`src/hdl/backend_pkg.sv`:
```
// Backend widths, register and opcode constants, instruction word union
package backend_pkg;

	// Width of one vector lane and of a scalar
	localparam int DATA_WIDTH = 32;

	// Four hardware threads
	localparam int THREAD_BITS = 2;

	// Register index width
	localparam int REG_BITS = 5;

	// Program counter register, a write to it redirects the thread
	localparam logic [REG_BITS-1:0] REG_PC = 5'd31;

	// Arithmetic opcodes
	localparam logic [3:0] ALU_ADD = 4'd0;
	localparam logic [3:0] ALU_SUB = 4'd1;
	localparam logic [3:0] ALU_AND = 4'd2;
	localparam logic [3:0] ALU_OR = 4'd3;
	localparam logic [3:0] ALU_XOR = 4'd4;
	localparam logic [3:0] ALU_SHL = 4'd5;
	localparam logic [3:0] ALU_SHR = 4'd6;
	// Passes operand B through
	localparam logic [3:0] ALU_MOVE = 4'd7;
	// Branch if lane 0 of A nonzero, no destination
	localparam logic [3:0] ALU_BNZ = 4'd8;

	// Load kinds
	localparam logic [2:0] MEM_B = 3'd0;
	localparam logic [2:0] MEM_BX = 3'd1;
	localparam logic [2:0] MEM_S = 3'd2;
	localparam logic [2:0] MEM_SX = 3'd3;
	localparam logic [2:0] MEM_W = 3'd4;
	// Whole cache line into a vector register
	localparam logic [2:0] MEM_BLOCK = 3'd5;

	// Instruction word, bit 31 picks the view
	typedef union packed {
		struct packed {
			logic is_mem;
			logic [3:0] op;
			logic dest_is_vector;
			logic [REG_BITS-1:0] dest_reg;
			logic [20:0] reserved;
		} alu;
		struct packed {
			logic is_mem;
			logic [2:0] op;
			logic dest_is_vector;
			logic [REG_BITS-1:0] dest_reg;
			logic [8:0] reserved;
			// Byte offset added to lane 0 of operand A
			logic signed [12:0] offset;
		} mem;
	} instr_word_u;

endpackage
```
`src/hdl/instruction_decoder.sv`:
```
// Issue latch, instruction decode, path routing and rollback squash of new issues
`timescale 1ns/1ps

module instruction_decoder import backend_pkg::*; #(
	parameter int num_lanes = 4
) (
	input logic clk,
	input logic reset,

	// Issue side
	input logic issue_valid,
	input logic [THREAD_BITS-1:0] issue_thread,
	input instr_word_u issue_instr,
	input logic [num_lanes*DATA_WIDTH-1:0] issue_operand_a,
	input logic [num_lanes*DATA_WIDTH-1:0] issue_operand_b,
	input logic [num_lanes-1:0] issue_mask,

	// Rollback from writeback
	input logic wb_rollback_en,
	input logic [THREAD_BITS-1:0] wb_rollback_thread,

	// To execute and data stages
	output logic id_alu_valid,
	output logic id_mem_valid,
	output logic [THREAD_BITS-1:0] id_thread,
	output logic [3:0] id_alu_op,
	output logic [2:0] id_mem_op,
	output logic id_has_dest,
	output logic id_dest_is_vector,
	output logic [REG_BITS-1:0] id_dest_reg,
	output logic [num_lanes*DATA_WIDTH-1:0] id_operand_a,
	output logic [num_lanes*DATA_WIDTH-1:0] id_operand_b,
	output logic [num_lanes-1:0] id_mask,
	output logic [12:0] id_mem_offset
);

	logic is_mem;
	logic squash_issue;
	logic has_dest;
	logic dest_is_vector;
	logic [REG_BITS-1:0] dest_reg;

	// Memory flag sits in the same bit for both views
	assign is_mem = issue_instr.mem.is_mem;

	// Drop an issue of the thread being rolled back this cycle
	assign squash_issue = wb_rollback_en && wb_rollback_thread == issue_thread;

	// Destination fields differ in position between views
	always_comb
	begin
		if (is_mem)
		begin
			has_dest = 1'b1;
			dest_is_vector = issue_instr.mem.dest_is_vector;
			dest_reg = issue_instr.mem.dest_reg;
		end
		else
		begin
			// Only the branch writes nothing
			has_dest = issue_instr.alu.op != ALU_BNZ;
			dest_is_vector = issue_instr.alu.dest_is_vector;
			dest_reg = issue_instr.alu.dest_reg;
		end
	end

	always_ff @(posedge clk, posedge reset)
	begin
		if (reset)
		begin
			id_alu_valid <= 1'b0;
			id_mem_valid <= 1'b0;
			id_thread <= '0;
			id_alu_op <= '0;
			id_mem_op <= '0;
			id_has_dest <= 1'b0;
			id_dest_is_vector <= 1'b0;
			id_dest_reg <= '0;
			id_operand_a <= '0;
			id_operand_b <= '0;
			id_mask <= '0;
			id_mem_offset <= '0;
		end
		else
		begin
			// Route to exactly one path
			id_alu_valid <= issue_valid && !squash_issue && !is_mem;
			id_mem_valid <= issue_valid && !squash_issue && is_mem;
			id_thread <= issue_thread;
			id_alu_op <= issue_instr.alu.op;
			id_mem_op <= issue_instr.mem.op;
			id_has_dest <= has_dest;
			id_dest_is_vector <= dest_is_vector;
			id_dest_reg <= dest_reg;
			id_operand_a <= issue_operand_a;
			id_operand_b <= issue_operand_b;
			id_mask <= issue_mask;
			id_mem_offset <= issue_instr.mem.offset;
		end
	end

endmodule

```
`config.mk`:
```
export PLATFORM = sky130hd
export DESIGN_NAME = instruction_decoder
export DESIGN_NICKNAME = d
export VERILOG_FILES = /design/src/hdl/backend_pkg.sv /design/src/hdl/instruction_decoder.sv
export SDC_FILE = /design/constraint.sdc
export NUM_CORES = 1
export LEC_CHECK = 0
export ABC_CLOCK_PERIOD_IN_PS = 14700
export BUFFER_PORTS_ARGS = -buffer_cell sky130_fd_sc_hd__buf_2
export CAP_MARGIN = 5
export CORE_AREA = 2 2 232 234
export DETAILED_ROUTE_END_ITERATION = 10
export DIE_AREA = 0 0 234 236
export SLEW_MARGIN = 25
export SYNTH_ARGS = -nofsm -noshare
export SYNTH_HDL_FRONTEND = slang
export SYNTH_SLANG_ARGS = --single-unit
```
`constraint.sdc`:
```
create_clock -name clk -period 14.7 [get_ports clk]
set_input_delay 0.735 -clock clk [delete_from_list [all_inputs] [get_ports clk]]
set_output_delay 0.735 -clock clk [all_outputs]
set_load 0.02 [all_outputs]
```
==> results_dict.tcl <==
set metrics [dict create \
    die_h_um 236 \
    antenna_left 0 \
    grt.busiest_layer "met2" \
    regArea_um2 7210 \
    io_pins 591 \
    syn_nets 607 \
    grt_pass1_vias 5701 \
    cts.htree.levels 2 \
    setup_viol 0 \
    via_per_inst 3.18 \
    crit_fanout 1 \
    coreArea_um2 53100 \
    antenna_found_initial 26 \
    arrival_ns 1.12 \
    portBuffers 582 \
    worstSetupStartpointType "flip-flop" \
    wl_per_cell_um 18.0 \
    final_nets 1224 \
    vdd_drop_max_mv 0.0841 \
    cts_root_buf "clkbuf_16" \
    final_cell_mix "buf_2, dfrtp_1, clkbuf_16" \
    worstMarginPinSlew_ns 0.900 \
    cp_num_buf_inv 1 \
    initial_core_util_pct 13.9 \
    final_common_cell "buf_2" \
    crit_required_ns 13.97 \
    grt_use_met1_pct 9.40 \
    drt_first_pass_iters 4 \
    seq_area_frac_synth_pct 97.8 \
    drc 0 \
    grt_pass1_wl_mm 39.1 \
    die_w_um 234 \
    tns_ns 0 \
    fin_ws_ns 12.85 \
    final-max-slew-violation-count 0 \
    worstSetupPathType "reg2out" \
    synth_area_per_cell_um2 24.0 \
    ys_ff_latch 288 \
    cap_violations 0 \
    ctsHoldBuffers 0 \
    drt-initial-drc-count 110 \
    clkTransAtPathRegs_ns 0.06 \
    yosysWarnings 0 \
    top_regs "id_operand_a: 128 flops, id_operand_b: 128 flops, id_mem_offset: 13 flops" \
    grt-ovfl-total 0 \
    relSlewSlack_pct 40.0 \
    rows 85 \
    worst_setup_path_end_kind "primary output" \
    slowest_stage "dfrtp_1" \
    cts.sinks 288 \
    fill_cells 5641 \
    post_cts_resized 0 \
    routed_wirelength_mm 29.6 \
    worstPathCellList "buf_2" \
    cts_setup_buffers 0 \
    use_met3_pct 7.01 \
    hold_end "id_operand_a[116]$_DFF_PP0_" \
    hp-start "issue_operand_a[116]" \
    gp_congestion 0.844 \
    grt.total_usage_pct 10.3 \
    grt_util_met2_pct 17.4 \
    finalPower_mw 1.85 \
    multi_input_area_um2 120 \
    synth_area_um2 7370 \
    rsz0062_at_grt "no" \
    synthToLayoutAreaGrowth_pct 66.6 \
    synth_cell_types 10 \
    cts_buffer_depth 3 \
    hold_depth 1 \
    vias 5233 \
    drive_gt1_share_pct 68.1 \
    dpl.hpwl_mm 24.4 \
    critPathTopFamily "flip-flops" \
    cts_made_buffers 34 \
    die-area_um2 55200 \
    status "finished, final reports clean" \
    grt_max_degree 100 \
    synthCells 307 \
    max_freq_mhz 540 \
    slowest_delay_ns 0.35 \
    power_density_nw_per_um2 151 \
    hold_class "in2reg" \
    hold_viol 0 \
    timing.final.crit_share_pct 12.6 \
    cts_tree "built" \
    leakage_nw 6.26 \
    place_ws_ns 12.32 \
    period_needed_ns 1.85 \
]
worst max-delay path by stage:
stage,startpoint,to,slack [ns],cells past startpoint
floorplan,reset,id_alu_op[0]$_DFF_PP0_,6.02,1
global placement,reset,id_operand_a[42]$_DFF_PP0_,12.39,3
detailed placement,reset,id_operand_a[42]$_DFF_PP0_,12.32,3
CTS,id_operand_b[13]$_DFF_PP0_,id_operand_b[13],12.75,1
global route,reset,id_operand_a[44]$_DFF_PP0_,12.71,3
finish,id_operand_b[13]$_DFF_PP0_,id_operand_b[13],12.85,1
per-layer routing:
| layer | part of all wire [%] | wire, um |
|---|---|---|
| met4 | 4.5 | 1340 |
| met1 | 32 | 9380 |
| met2 | 48 | 14100 |
| met5 | 0.56 | 166 |
| met3 | 16 | 4650 |
cell usage after synthesis:
cell,number,area share [%]
mux2_2,6,0.92
a311oi_1,1,0.12
nand2_1,2,0.10
buf_4,3,0.31
nor4_2,1,0.17
a31oi_1,1,0.085
dfrtp_1,288,98
xnor2_1,2,0.24
buf_6,1,0.15
inv_1,2,0.10
logic make-up (layout without fill, tap and decap cells):
family / count (synthesis) / in the layout / synth area share, %
AOI/OAI and AO/OA: 2 / 2 / 0.204
muxes: 6 / 6 / 0.917
other: 0 / 2 / 0
buffers and inverters: 6 / 645 / 0.560
xor gates and xnor gates: 2 / 2 / 0.238
DFF: 288 / 288 / 97.8
and+or+nand+nor: 3 / 3 / 0.272
cell type report:
| cell class | instances | area share (%) |
|---|---|---|
| sequential | 288 | 58.7 |
| tap | 696 | 7.09 |
| clock buffer | 48 | 8.02 |
| clock inverter | 10 | 1.13 |
| inverter | 2 | 0.122 |
| timing repair buffer | 585 | 23.9 |
| antenna | 2 | 0.0408 |
| multi-input combinational | 13 | 0.978 |
metrics by stage:
step,cells,util [%],cell area (um^2),hold slack (ns)
finish,1644,23.1,12300,0.310
floorplan,307,-,7370,0.766
global route,1643,23.1,12300,0.262
detailed placement,1584,21.0,11100,0.844
global placement,1584,21.0,11100,0.842
CTS,1642,23.1,12300,0.256
where the power goes:
| part | switching (mW) | internal [mW] |
|---|---|---|
| Combinational | 0.108 | 0.0571 |
| Clock | 0.324 | 0.519 |
| Sequential | 0.0113 | 0.833 |
| Total | 0.444 | 1.41 |
(Power assumes the default switching activity.)
