[config.mk]
export PLATFORM = sky130hd
export DESIGN_NAME = single_cycle_execute
export DESIGN_NICKNAME = d
export VERILOG_FILES = /design/src/hdl/backend_pkg.sv /design/src/hdl/single_cycle_execute.sv
export SDC_FILE = /design/constraint.sdc
export NUM_CORES = 2
export LEC_CHECK = 0
export ABC_AREA = 1
export ABC_CLOCK_PERIOD_IN_PS = 5700
export BUFFER_PORTS_ARGS = -buffer_cell sky130_fd_sc_hd__buf_2
export CORE_MARGIN = 2
export CORE_UTILIZATION = 23
export DETAILED_ROUTE_END_ITERATION = 12
export PLACE_DENSITY_LB_ADDON = 0.15
export SYNTH_ARGS = -nofsm -noshare
export SYNTH_HDL_FRONTEND = slang
export SYNTH_SLANG_ARGS = --single-unit
export TNS_END_PERCENT = 5
[constraint.sdc]
create_clock -name clk -period 5.7 [get_ports clk]
set_input_delay 0.285 -clock clk [delete_from_list [all_inputs] [get_ports clk]]
set_output_delay 0.285 -clock clk [all_outputs]
set_load 0.02 [all_outputs]
[src/hdl/backend_pkg.sv]
// Backend widths, register and opcode constants, instruction word union
package backend_pkg;

	// Width of one vector lane and of a scalar
	localparam int DATA_WIDTH = 32;

	// Four hardware threads
	localparam int THREAD_BITS = 2;

	// Register index width
	localparam int REG_BITS = 5;

	// Program counter register, a write to it redirects the thread
	localparam logic [REG_BITS-1:0] REG_PC = 5'd31;

	// Arithmetic opcodes
	localparam logic [3:0] ALU_ADD = 4'd0;
	localparam logic [3:0] ALU_SUB = 4'd1;
	localparam logic [3:0] ALU_AND = 4'd2;
	localparam logic [3:0] ALU_OR = 4'd3;
	localparam logic [3:0] ALU_XOR = 4'd4;
	localparam logic [3:0] ALU_SHL = 4'd5;
	localparam logic [3:0] ALU_SHR = 4'd6;
	// Passes operand B through
	localparam logic [3:0] ALU_MOVE = 4'd7;
	// Branch if lane 0 of A nonzero, no destination
	localparam logic [3:0] ALU_BNZ = 4'd8;

	// Load kinds
	localparam logic [2:0] MEM_B = 3'd0;
	localparam logic [2:0] MEM_BX = 3'd1;
	localparam logic [2:0] MEM_S = 3'd2;
	localparam logic [2:0] MEM_SX = 3'd3;
	localparam logic [2:0] MEM_W = 3'd4;
	// Whole cache line into a vector register
	localparam logic [2:0] MEM_BLOCK = 3'd5;

	// Instruction word, bit 31 picks the view
	typedef union packed {
		struct packed {
			logic is_mem;
			logic [3:0] op;
			logic dest_is_vector;
			logic [REG_BITS-1:0] dest_reg;
			logic [20:0] reserved;
		} alu;
		struct packed {
			logic is_mem;
			logic [2:0] op;
			logic dest_is_vector;
			logic [REG_BITS-1:0] dest_reg;
			logic [8:0] reserved;
			// Byte offset added to lane 0 of operand A
			logic signed [12:0] offset;
		} mem;
	} instr_word_u;

endpackage
[src/hdl/single_cycle_execute.sv]
// Per-lane arithmetic, branch resolution and execute result registers
`timescale 1ns/1ps

module single_cycle_execute import backend_pkg::*; #(
	parameter int num_lanes = 4
) (
	input logic clk,
	input logic reset,

	// From decoder
	input logic id_alu_valid,
	input logic [THREAD_BITS-1:0] id_thread,
	input logic [3:0] id_alu_op,
	input logic id_has_dest,
	input logic id_dest_is_vector,
	input logic [REG_BITS-1:0] id_dest_reg,
	input logic [num_lanes*DATA_WIDTH-1:0] id_operand_a,
	input logic [num_lanes*DATA_WIDTH-1:0] id_operand_b,
	input logic [num_lanes-1:0] id_mask,

	// Rollback from writeback
	input logic wb_rollback_en,
	input logic [THREAD_BITS-1:0] wb_rollback_thread,

	// To writeback
	output logic sc_instruction_valid,
	output logic [THREAD_BITS-1:0] sc_thread,
	output logic sc_has_dest,
	output logic sc_dest_is_vector,
	output logic [REG_BITS-1:0] sc_dest_reg,
	output logic [num_lanes*DATA_WIDTH-1:0] sc_result,
	output logic [num_lanes-1:0] sc_mask,
	output logic sc_rollback_en,
	output logic [DATA_WIDTH-1:0] sc_rollback_pc
);

	wire [num_lanes*DATA_WIDTH-1:0] lane_result;
	logic accept;
	logic branch_taken;

	// One ALU per lane
	for (genvar lane = 0; lane < num_lanes; lane++)
	begin : lane_alu
		logic [DATA_WIDTH-1:0] a;
		logic [DATA_WIDTH-1:0] b;
		logic [DATA_WIDTH-1:0] r;

		assign a = id_operand_a[lane*DATA_WIDTH +: DATA_WIDTH];
		assign b = id_operand_b[lane*DATA_WIDTH +: DATA_WIDTH];

		always_comb
		begin
			case (id_alu_op)
				ALU_ADD: r = a + b;
				ALU_SUB: r = a - b;
				ALU_AND: r = a & b;
				ALU_OR: r = a | b;
				ALU_XOR: r = a ^ b;
				// Shift amount from low 5 bits of B
				ALU_SHL: r = a << b[4:0];
				ALU_SHR: r = a >> b[4:0];
				ALU_MOVE: r = b;
				// Branch and unknown opcodes produce zero
				default: r = '0;
			endcase
		end

		assign lane_result[lane*DATA_WIDTH +: DATA_WIDTH] = r;
	end

	// Younger instruction of a rolling-back thread is dropped here
	assign accept = id_alu_valid && !(wb_rollback_en && wb_rollback_thread == id_thread);

	// Branch tests lane 0 of A
	assign branch_taken = id_alu_op == ALU_BNZ && id_operand_a[DATA_WIDTH-1:0] != '0;

	always_ff @(posedge clk, posedge reset)
	begin
		if (reset)
		begin
			sc_instruction_valid <= 1'b0;
			sc_rollback_en <= 1'b0;
			sc_thread <= '0;
			sc_has_dest <= 1'b0;
			sc_dest_is_vector <= 1'b0;
			sc_dest_reg <= '0;
			sc_result <= '0;
			sc_mask <= '0;
			sc_rollback_pc <= '0;
		end
		else
		begin
			sc_instruction_valid <= accept;
			sc_rollback_en <= accept && branch_taken;
			sc_thread <= id_thread;
			sc_has_dest <= id_has_dest;
			sc_dest_is_vector <= id_dest_is_vector;
			sc_dest_reg <= id_dest_reg;
			sc_result <= lane_result;
			sc_mask <= id_mask;
			// Target is lane 0 of B
			sc_rollback_pc <= id_operand_b[DATA_WIDTH-1:0];
		end
	end

endmodule

==> out/results.ini <==
[worst_setup_path]
end_kind=flip-flop
critPathLaunchType=primary input
path_class=primary input to flip-flop
crit_path_max_fanout=27
cp_data_required_time_ps=6140
arrival_ps=4230

[floorplan]
io_pins=454
rows=149
coreArea_um2=165000
dieArea_um2=169000
die_w_um=412
initial_core_util=0.232
die_y_um=412

[global_route]
grt_pass1_vias=46116
antenna_found_initial=15
grt_overflow=0
grt_max_degree=81
grt_pass1_wl_mm=316
grt_usage=0.253

[placement]
pre_cts_ws_ps=1680
hpwl_mm=177
gp_congestion=0.954
port_buffers=453

[cells_and_area]
num-nets-final=8029
largest_register_ffs=128
nFillCells=19227
drive_gt1_frac=0.0866
area_growth_pct=14.0

[yosys]
syn_area_um2=38200
ys_warn_count=0
synth-main-ff-cell=dfrtp_1
synth_edf_count=0
synth_cells=7063
synth.distinct_cells=50
syn_avg_cell_area_um2=5.41
synth_nets=7734
ys_seq_area_frac=0.115
synth-async-reset-ratio=1.00
synth-seq-cells=175

[routing]
num_vias=48470
wirelength_mm=221
avgRoutedWirePerCell_um=23.1
dr.pass1.iters=7
antenna_left=0
drt_iter0_markers=4513
vias_per_cell=5.07
route.detailed.drc=0

[sta]
relSlewSlack=0.356
timing.fmax_mhz=264
finalCritPeriodShare=0.665
hold_viol=0
setup_viol_count_final=0
worst_pin_slew_ps=965
rsz0062_at_grt=false
setup_tns_ps=0
drv_slew=0
min_period_ps=3790
setup_ws_ps=1910

[cts]
ctsResizeCount=0
cts_tree=yes
cts.sinks=175
cts_made_buffers=17
cts_root_buf=clkbuf_16
cts-htree-levels=4
clk_pin_slew_ps=80
clock_path_buffers=2

[flow_run]
drv_cap=0

[outcome]
status=completed

[min_path]
hp-class=primary input to flip-flop

[power_and_ir_drop]
peakVddDrop_uv=321
p_per_area_nw_per_um2=153
power_leakage_uw=0.0240

-- kinds of logic after synthesis --
| group | Yosys count | synth area share |
|---|---|---|
| simple gates | 4526 | 0.509 |
| buf+inv | 1152 | 0.120 |
| compound gates | 700 | 0.101 |
| fa+ha+maj | 392 | 0.129 |
| flops | 175 | 0.115 |
| xor+xnor | 118 | 0.0270 |
-- stage by stage --
| step | std cells | total power, µW | instance area, µm² | hold slack, ps | util |
|---|---|---|---|---|---|
| 2_1_floorplan | 7063 | 3760 | 38200 | 316 | - |
| 3_5_place_dp | 9485 | 5220 | 42500 | 392 | 0.258 |
| 3_3_place_gp | 9485 | 5230 | 42500 | 385 | 0.258 |
| 5_1_grt | 9561 | 7150 | 43600 | 109 | 0.264 |
| 6_report | 9566 | 6650 | 43600 | 150 | 0.264 |
| 4_1_cts | 9560 | 6690 | 43600 | 95.1 | 0.264 |
-- worst max-delay path, stage by stage --
cell and delay (ps):
dlygate4sd3_1 550, buf_2 160, nor2_2 320, nand2_4 100
inv_2 450, buf_12 290, nor2_1 90, xor2_1 120
inv_1 60, ha_1 330, nand2_1 190, inv_1 80
a21oi_1 240, nand2_1 230, o21ai_0 260, nand2_1 110
nor2_1 210, nand2_1 120
-- area by class of cell --
class                      instances  area [µm²]  share of cell area
timing repair buffer             570        3290              0.0755
multi-input combinational       5736       29300               0.673
clock inverter                    15         170             0.00391
antenna                            6        15.0            0.000345
tap                             2189        2740              0.0629
inverter                         858        3240              0.0744
clock buffer                      17         425             0.00976
sequential                       175        4380               0.101
-- layer usage --
metal  vias to the layer above  GRT usage  wire length, µm  share of wire
met5                         -          0               48        0.00022
met4                         8     0.0940             8430          0.038
li1                      23522          -                -              -
met3                       278     0.0367            13700          0.062
met2                      1751      0.402            98100           0.44
met1                     22911      0.343           100000           0.45
-- path summary, 6_finish.rpt --
path | startpoint | to | slack, ps | cells after the start
setup / recovery | id_alu_op[3] | sc_result[8]$_DFF_PP0_ | 1910 | 18
hold / removal | id_alu_valid | sc_instruction_valid$_DFF_PP0_ | 150 | 2
max in group asynchronous | reset | sc_result[74]$_DFF_PP0_ | 4130 | 4
min in group asynchronous | reset | sc_dest_is_vector$_DFF_PP0_ | 270 | 3
-- cell usage after synthesis (all sizes together) (2+ instances only) --
master	instances	area (µm²)
fa	4	80.1
nor3	64	340
nand4	75	469
xor2	112	981
and3	2	12.5
nand2	2444	9190
o21bai	7	52.6
a211oi	31	233
ha	388	4850
o21ai	328	1650
nand3b	51	383
buf	211	1040
o22ai	25	156
o221ai	3	26.3
xnor2	6	52.6
inv	857	3220
and2	47	294
clkbuf	83	313
a31oi	5	31.3
nor4	13	81.3
nor2	502	2010
o31ai	3	22.5
a21o	6	45.0
o211ai	44	330
o2111ai	7	61.3
or2	19	119
a21oi	232	1160
nand3	1309	6550
a22o	5	43.8
dfrtp	175	4380
-- timing repair --
action / in CTS / in global routing
hold endpoints to repair: 113 / 0
buffers inserted: 0 / 0
hold buffers: 43 / 0
-- power by group --
group	internal (µW)	total (µW)	switching, µW	leakage [µW]
combinational	1090	3830	2740	0.0215
sequential	1360	1430	73.5	0.00223
clock	590	1390	797	0.000287
total	3040	6650	3620	0.0240
-- cells in the final DEF (no fill, tap or decap), types with 12 or more instances in the layout --
cell              n
a21oi_1         232
inv_1           833
a211oi_1         31
nand2_1        2438
inv_2            20
o22ai_1          25
nor3_1           60
nand4_1          75
o211ai_1         44
ha_1            388
or2_2            18
nor2_1          477
nor2_2           12
dfrtp_1         175
and2_1           47
nand3_1        1309
xor2_1          112
o21ai_1          23
o21ai_0         304
nand3b_1         51
clkbuf_16        17
dlygate4sd3_1    43
nor4_1           13
buf_4            71
buf_2           453
No activity file was read; power rests on OpenSTA's default activity.
