## src/hdl/backend_pkg.sv

```systemverilog
// Backend widths, register and opcode constants, instruction word union
package backend_pkg;

	// Width of one vector lane and of a scalar
	localparam int DATA_WIDTH = 32;

	// Four hardware threads
	localparam int THREAD_BITS = 2;

	// Register index width
	localparam int REG_BITS = 5;

	// Program counter register, a write to it redirects the thread
	localparam logic [REG_BITS-1:0] REG_PC = 5'd31;

	// Arithmetic opcodes
	localparam logic [3:0] ALU_ADD = 4'd0;
	localparam logic [3:0] ALU_SUB = 4'd1;
	localparam logic [3:0] ALU_AND = 4'd2;
	localparam logic [3:0] ALU_OR = 4'd3;
	localparam logic [3:0] ALU_XOR = 4'd4;
	localparam logic [3:0] ALU_SHL = 4'd5;
	localparam logic [3:0] ALU_SHR = 4'd6;
	// Passes operand B through
	localparam logic [3:0] ALU_MOVE = 4'd7;
	// Branch if lane 0 of A nonzero, no destination
	localparam logic [3:0] ALU_BNZ = 4'd8;

	// Load kinds
	localparam logic [2:0] MEM_B = 3'd0;
	localparam logic [2:0] MEM_BX = 3'd1;
	localparam logic [2:0] MEM_S = 3'd2;
	localparam logic [2:0] MEM_SX = 3'd3;
	localparam logic [2:0] MEM_W = 3'd4;
	// Whole cache line into a vector register
	localparam logic [2:0] MEM_BLOCK = 3'd5;

	// Instruction word, bit 31 picks the view
	typedef union packed {
		struct packed {
			logic is_mem;
			logic [3:0] op;
			logic dest_is_vector;
			logic [REG_BITS-1:0] dest_reg;
			logic [20:0] reserved;
		} alu;
		struct packed {
			logic is_mem;
			logic [2:0] op;
			logic dest_is_vector;
			logic [REG_BITS-1:0] dest_reg;
			logic [8:0] reserved;
			// Byte offset added to lane 0 of operand A
			logic signed [12:0] offset;
		} mem;
	} instr_word_u;

endpackage
```

## src/hdl/writeback_stage.sv

```systemverilog
// Load alignment and extension, block byte swap, rollback generation, writeback registers
`timescale 1ns/1ps

module writeback_stage import backend_pkg::*; #(
	parameter int num_lanes = 4
) (
	input logic clk,
	input logic reset,

	// From execute stage
	input logic sc_instruction_valid,
	input logic [THREAD_BITS-1:0] sc_thread,
	input logic sc_has_dest,
	input logic sc_dest_is_vector,
	input logic [REG_BITS-1:0] sc_dest_reg,
	input logic [num_lanes*DATA_WIDTH-1:0] sc_result,
	input logic [num_lanes-1:0] sc_mask,
	input logic sc_rollback_en,
	input logic [DATA_WIDTH-1:0] sc_rollback_pc,

	// From data stage
	input logic dd_instruction_valid,
	input logic [THREAD_BITS-1:0] dd_thread,
	input logic [2:0] dd_mem_op,
	input logic dd_dest_is_vector,
	input logic [REG_BITS-1:0] dd_dest_reg,
	input logic [num_lanes-1:0] dd_mask,
	input logic [DATA_WIDTH-1:0] dd_request_addr,
	input logic [num_lanes*DATA_WIDTH-1:0] dd_line,

	// Rollback to all stages
	output logic wb_rollback_en,
	output logic [THREAD_BITS-1:0] wb_rollback_thread,
	output logic [DATA_WIDTH-1:0] wb_rollback_pc,

	// Register write
	output logic wb_en,
	output logic [THREAD_BITS-1:0] wb_thread,
	output logic wb_is_vector,
	output logic [num_lanes*DATA_WIDTH-1:0] wb_value,
	output logic [num_lanes-1:0] wb_mask,
	output logic [REG_BITS-1:0] wb_reg
);

	localparam int word_index_bits = $clog2(num_lanes);

	logic [word_index_bits-1:0] word_index;
	logic [DATA_WIDTH-1:0] load_word;
	logic [7:0] byte_aligned;
	logic [15:0] half_aligned;
	logic [DATA_WIDTH-1:0] scalar_value;
	wire [num_lanes*DATA_WIDTH-1:0] swapped_line;

	// Only the arithmetic path can redirect a thread
	always_comb
	begin
		wb_rollback_en = 1'b0;
		wb_rollback_pc = '0;
		if (sc_instruction_valid && sc_has_dest && sc_dest_reg == REG_PC)
		begin
			// PC write goes to lane 0 of the result
			wb_rollback_en = 1'b1;
			wb_rollback_pc = sc_result[DATA_WIDTH-1:0];
		end
		else if (sc_instruction_valid && sc_rollback_en)
		begin
			wb_rollback_en = 1'b1;
			wb_rollback_pc = sc_rollback_pc;
		end
	end

	assign wb_rollback_thread = sc_thread;

	// Word 0 of the line sits in the high bits of memory order
	assign word_index = dd_request_addr[2 +: word_index_bits];
	assign load_word = dd_line[(num_lanes - 1 - word_index) * DATA_WIDTH +: DATA_WIDTH];

	// Byte 0 is the most significant byte of the stored word
	always_comb
	begin
		case (dd_request_addr[1:0])
			2'd0: byte_aligned = load_word[31:24];
			2'd1: byte_aligned = load_word[23:16];
			2'd2: byte_aligned = load_word[15:8];
			default: byte_aligned = load_word[7:0];
		endcase
	end

	// Halfword bytes come out swapped
	assign half_aligned = dd_request_addr[1] ? {load_word[7:0], load_word[15:8]}
		: {load_word[23:16], load_word[31:24]};

	always_comb
	begin
		case (dd_mem_op)
			MEM_B: scalar_value = {24'd0, byte_aligned};
			MEM_BX: scalar_value = {{24{byte_aligned[7]}}, byte_aligned};
			MEM_S: scalar_value = {16'd0, half_aligned};
			MEM_SX: scalar_value = {{16{half_aligned[15]}}, half_aligned};
			// Full word, all four bytes reversed
			default: scalar_value = {load_word[7:0], load_word[15:8], load_word[23:16],
				load_word[31:24]};
		endcase
	end

	// Block loads swap bytes in each word, lane order kept
	for (genvar w = 0; w < num_lanes; w++)
	begin : block_swap
		assign swapped_line[w*DATA_WIDTH +: DATA_WIDTH] = {dd_line[w*DATA_WIDTH +: 8],
			dd_line[w*DATA_WIDTH+8 +: 8], dd_line[w*DATA_WIDTH+16 +: 8],
			dd_line[w*DATA_WIDTH+24 +: 8]};
	end

	always_ff @(posedge clk, posedge reset)
	begin
		if (reset)
		begin
			wb_en <= 1'b0;
			wb_thread <= '0;
			wb_is_vector <= 1'b0;
			wb_value <= '0;
			wb_mask <= '0;
			wb_reg <= '0;
		end
		else if (sc_instruction_valid)
		begin
			// Rolling-back instruction never writes
			wb_en <= sc_has_dest && !wb_rollback_en;
			wb_thread <= sc_thread;
			wb_is_vector <= sc_dest_is_vector;
			wb_value <= sc_result;
			wb_mask <= sc_mask;
			wb_reg <= sc_dest_reg;
		end
		else if (dd_instruction_valid)
		begin
			wb_en <= 1'b1;
			wb_thread <= dd_thread;
			wb_is_vector <= dd_dest_is_vector;
			wb_reg <= dd_dest_reg;
			if (dd_mem_op == MEM_BLOCK)
			begin
				wb_value <= swapped_line;
				wb_mask <= dd_mask;
			end
			else
			begin
				// Scalar into every lane
				wb_value <= {num_lanes{scalar_value}};
				wb_mask <= '1;
			end
		end
		else
			wb_en <= 1'b0;
	end

endmodule

```

## config.mk

```make
export PLATFORM = sky130hd
export DESIGN_NAME = writeback_stage
export DESIGN_NICKNAME = d
export VERILOG_FILES = /design/src/hdl/backend_pkg.sv /design/src/hdl/writeback_stage.sv
export SDC_FILE = /design/constraint.sdc
export NUM_CORES = 1
export LEC_CHECK = 0
export BUFFER_PORTS_ARGS = -buffer_cell sky130_fd_sc_hd__buf_2
export CAP_MARGIN = 5
export CORE_AREA = 2 2 203 205
export CTS_CLUSTER_DIAMETER = 120
export CTS_CLUSTER_SIZE = 14
export DETAILED_ROUTE_END_ITERATION = 8
export DIE_AREA = 0 0 205 207
export GPL_TIMING_DRIVEN = 1
export PLACE_DENSITY = 0.43
export REMOVE_ABC_BUFFERS = 1
export SLEW_MARGIN = 30
export SYNTH_ARGS = -nofsm -noshare
export SYNTH_HDL_FRONTEND = slang
export SYNTH_SLANG_ARGS = --single-unit
export TNS_END_PERCENT = 50
```

## constraint.sdc

```tcl
create_clock -name clk -period 5.35 [get_ports clk]
set_input_delay 0.535 -clock clk [delete_from_list [all_inputs] [get_ports clk]]
set_output_delay 0.535 -clock clk [all_outputs]
set_load 0.02 [all_outputs]
```

==> impl_metrics.yaml <==
logic_synthesis:
  syn_area_per_cell_um2: 8.464
  ys.flop_type: "dfrtp_1"
  syn_area_um2: 8853
  synth_cell_types: 38
  syn_inst: 1046
  synth_seq_cells: 141
  synth_edf_count: 0
  yosysWarnings: 0
  postSynth.asyncResetShare_pct: 100.0
  ys_seq_area_share_pct: 39.85
worst_setup_path:
  crit_buf_inv: 3
  critPathMostFrequentCell: "buf_4"
  worstPathArrival_ps: 3300
  start_kind: "primary input"
  worstSetupPathType: "in -> reg"
  r2r_cells: 3
  critPathTopFamily: "buffers and inverters"
  path_max_fanout: 18
  reg2reg_setup_slack_ps: 4270
  slowest_delay_ps: 710
  worstReg2RegEnd: "wb_value[69]"
  cpMaxStageDelayCell: "a221oi_1"
  cp_cell_sequence: "buf_2 > buf_4 > buf_4 > mux4_2 > mux2_2 > a221oi_1 > a21oi_1"
  worst_ep_required_time_ps: 5640
  r2r-start: "wb_value[69]"
  end_kind: "flip-flop"
global_routing:
  grt_max_degree: 95
  antenna_found_initial: 5
  grt_overflow: 0
  grt_usage_pct: 20.97
  first_global_vias: 10010
  grt_pass1_wl_um: 65640
timing:
  hold_viol: 0
  min_period_over_period_pct: 56.24
  fin_crit_ps: 3009
  finClkSkew_ps: 0
  setup_viol: 0
  final.setup.tns_ps: 0
  rsz0062_at_grt: "no"
  slew_violations: 0
  tightest_slew_ps: 919.4
  fmax_mhz: 332.4
  max_slew_margin_pct: 38.70
finish:
  final_area_um2: 12450
  drive_gt1_share_pct: 41.27
  mostFrequentLayoutCell: "buf_2"
  area_growth_syn_to_layout_pct: 40.64
  finalNetCount: 1840
  largest_reg_flops: 128
  final_cell_mix: "buf_2 (498), dfrtp_1 (141), nand2_1 (135)"
route:
  wl_per_cell_um: 22.17
  vias_per_cell: 4.820
  dr_total_vias: 9824
  drtIter0Drc: 435
  first_pass_iters: 5
  wirelength_um: 45190
  postRouteAntennaNets: 0
  drc: 0
clock_network:
  numCtsBuffers: 17
  clk_pin_slew_worst_paths_ps: 60
  hold_buffers: 0
  clockBufferDepth: 2
  clock_sinks: 141
  clock_latency_ps: 440
  cts-root-buf: "clkbuf_16"
  htree_levels: 4
  ctsResizeCount: 0
  post-cts-setup-buffers: 0
  cts_tree: "built"
die:
  coreArea_um2: 40370
  num_rows: 74
  fp.dieArea_um2: 42440
  die_w_um: 205
  start_util_pct: 21.93
  fp.dieH_um: 207
  pin_count: 529
power:
  pwr-share-seq_pct: 35.7
  comb_power_share_pct: 27.8
  powerDensity_nw_per_um2: 279.0
  p_leak_uw: 0.005691
  pwr-share-clk_pct: 36.4
  p_sw_uw: 1198
  switching_share_pct: 34.48
  vdd_drop_max_mv: 0.1665
  internal_power_uw: 2277
placement:
  io_buffers: 500
  gp_congestion: 0.7973
  dp_hpwl_um: 33700
  placedInstanceArea_um2: 11830
run:
  drv_cap: 0
worst_hold_path:
  hold_path_class: "in -> async"
outcome:
  outcome: "complete, no violations"
metrics by stage:
stage               instances  hold slack [ps]  setup WS (ps)  total power [uW]  utilization, %
floorplan                 947            609.2          407.1              1736               -
global placement         1998            483.6           1749              2237           29.28
detailed placement       1999            493.3           1708              2243           29.31
CTS                      2031            167.4           2194              3535           30.79
global route             2037            202.8           2110              3649           30.84
finish                   2038            170.7           2341              3475           30.85
layout make-up:
cell class | instances | area (um^2)
Timing Repair Buffer | 521 | 2698
Inverter | 9 | 38.79
Clock buffer | 22 | 484.2
Multi-Input combinational cell | 797 | 4911
Tap cell | 532 | 665.6
Fill cell | 4418 | 27920
Clock inverter | 10 | 111.4
Antenna cell | 6 | 15.01
Sequential cell | 141 | 3528
metal layers:
metal	global-route usage, %	up-vias	part of all wire [%]
met1	26.39	4773	43
met2	36.16	344	50
met4	5.110	0	1.3
li1	-	4680	-
met5	0	-	0
met3	4.720	27	6.0
power groups by stage:
stage / combinational [uW] / clock, uW / sequential (uW)
2_1_floorplan: 331 / 0 / 1400
3_3_place_gp: 978 / 0 / 1260
3_5_place_dp: 984 / 0 / 1260
4_1_cts: 986 / 1310 / 1240
5_1_grt: 1050 / 1340 / 1260
6_report: 967 / 1270 / 1240
how the worst max path moves through the flow:
stage	from	to	cells after the start
6_report	dd_request_addr[3]	wb_value[64]	7
3_3_place_gp	dd_request_addr[2]	wb_value[45]	6
3_5_place_dp	dd_request_addr[3]	wb_value[0]	7
5_1_grt	dd_request_addr[3]	wb_value[64]	7
4_1_cts	dd_request_addr[3]	wb_value[0]	7
2_1_floorplan	sc_dest_reg[3]	wb_rollback_pc[0]	3
logic make-up after synthesis:
family | share of synthesized area (%)
AO/OA/AOI/OAI | 25.61
AND/OR/NAND/NOR | 17.92
flip-flops | 39.85
buffers and inverters | 5.045
multiplexers | 11.57
worst register-to-register path: cells and delay by family (launching register included):
family / cells / cell delay [ps]
flops: 1 / 420
compound gates: 2 / 140
simple gates: 1 / 380
cell usage after synthesis (13+ instances only):
cell type	number	area share [%]
dfrtp_1	141	40
nand2_1	135	5.7
nor2_1	119	5.0
a21oi_1	111	6.3
o21ai_0	99	5.6
clkbuf_1	82	3.5
o21ai_1	74	4.2
nor3b_1	43	3.6
a22oi_1	35	3.0
mux4_2	34	8.6
mux2i_1	18	2.0
or3_1	17	1.2
o22ai_1	16	1.1
a211oi_1	15	1.3
o21ai_2	13	1.3
No activity file was read; power rests on OpenSTA's default activity.
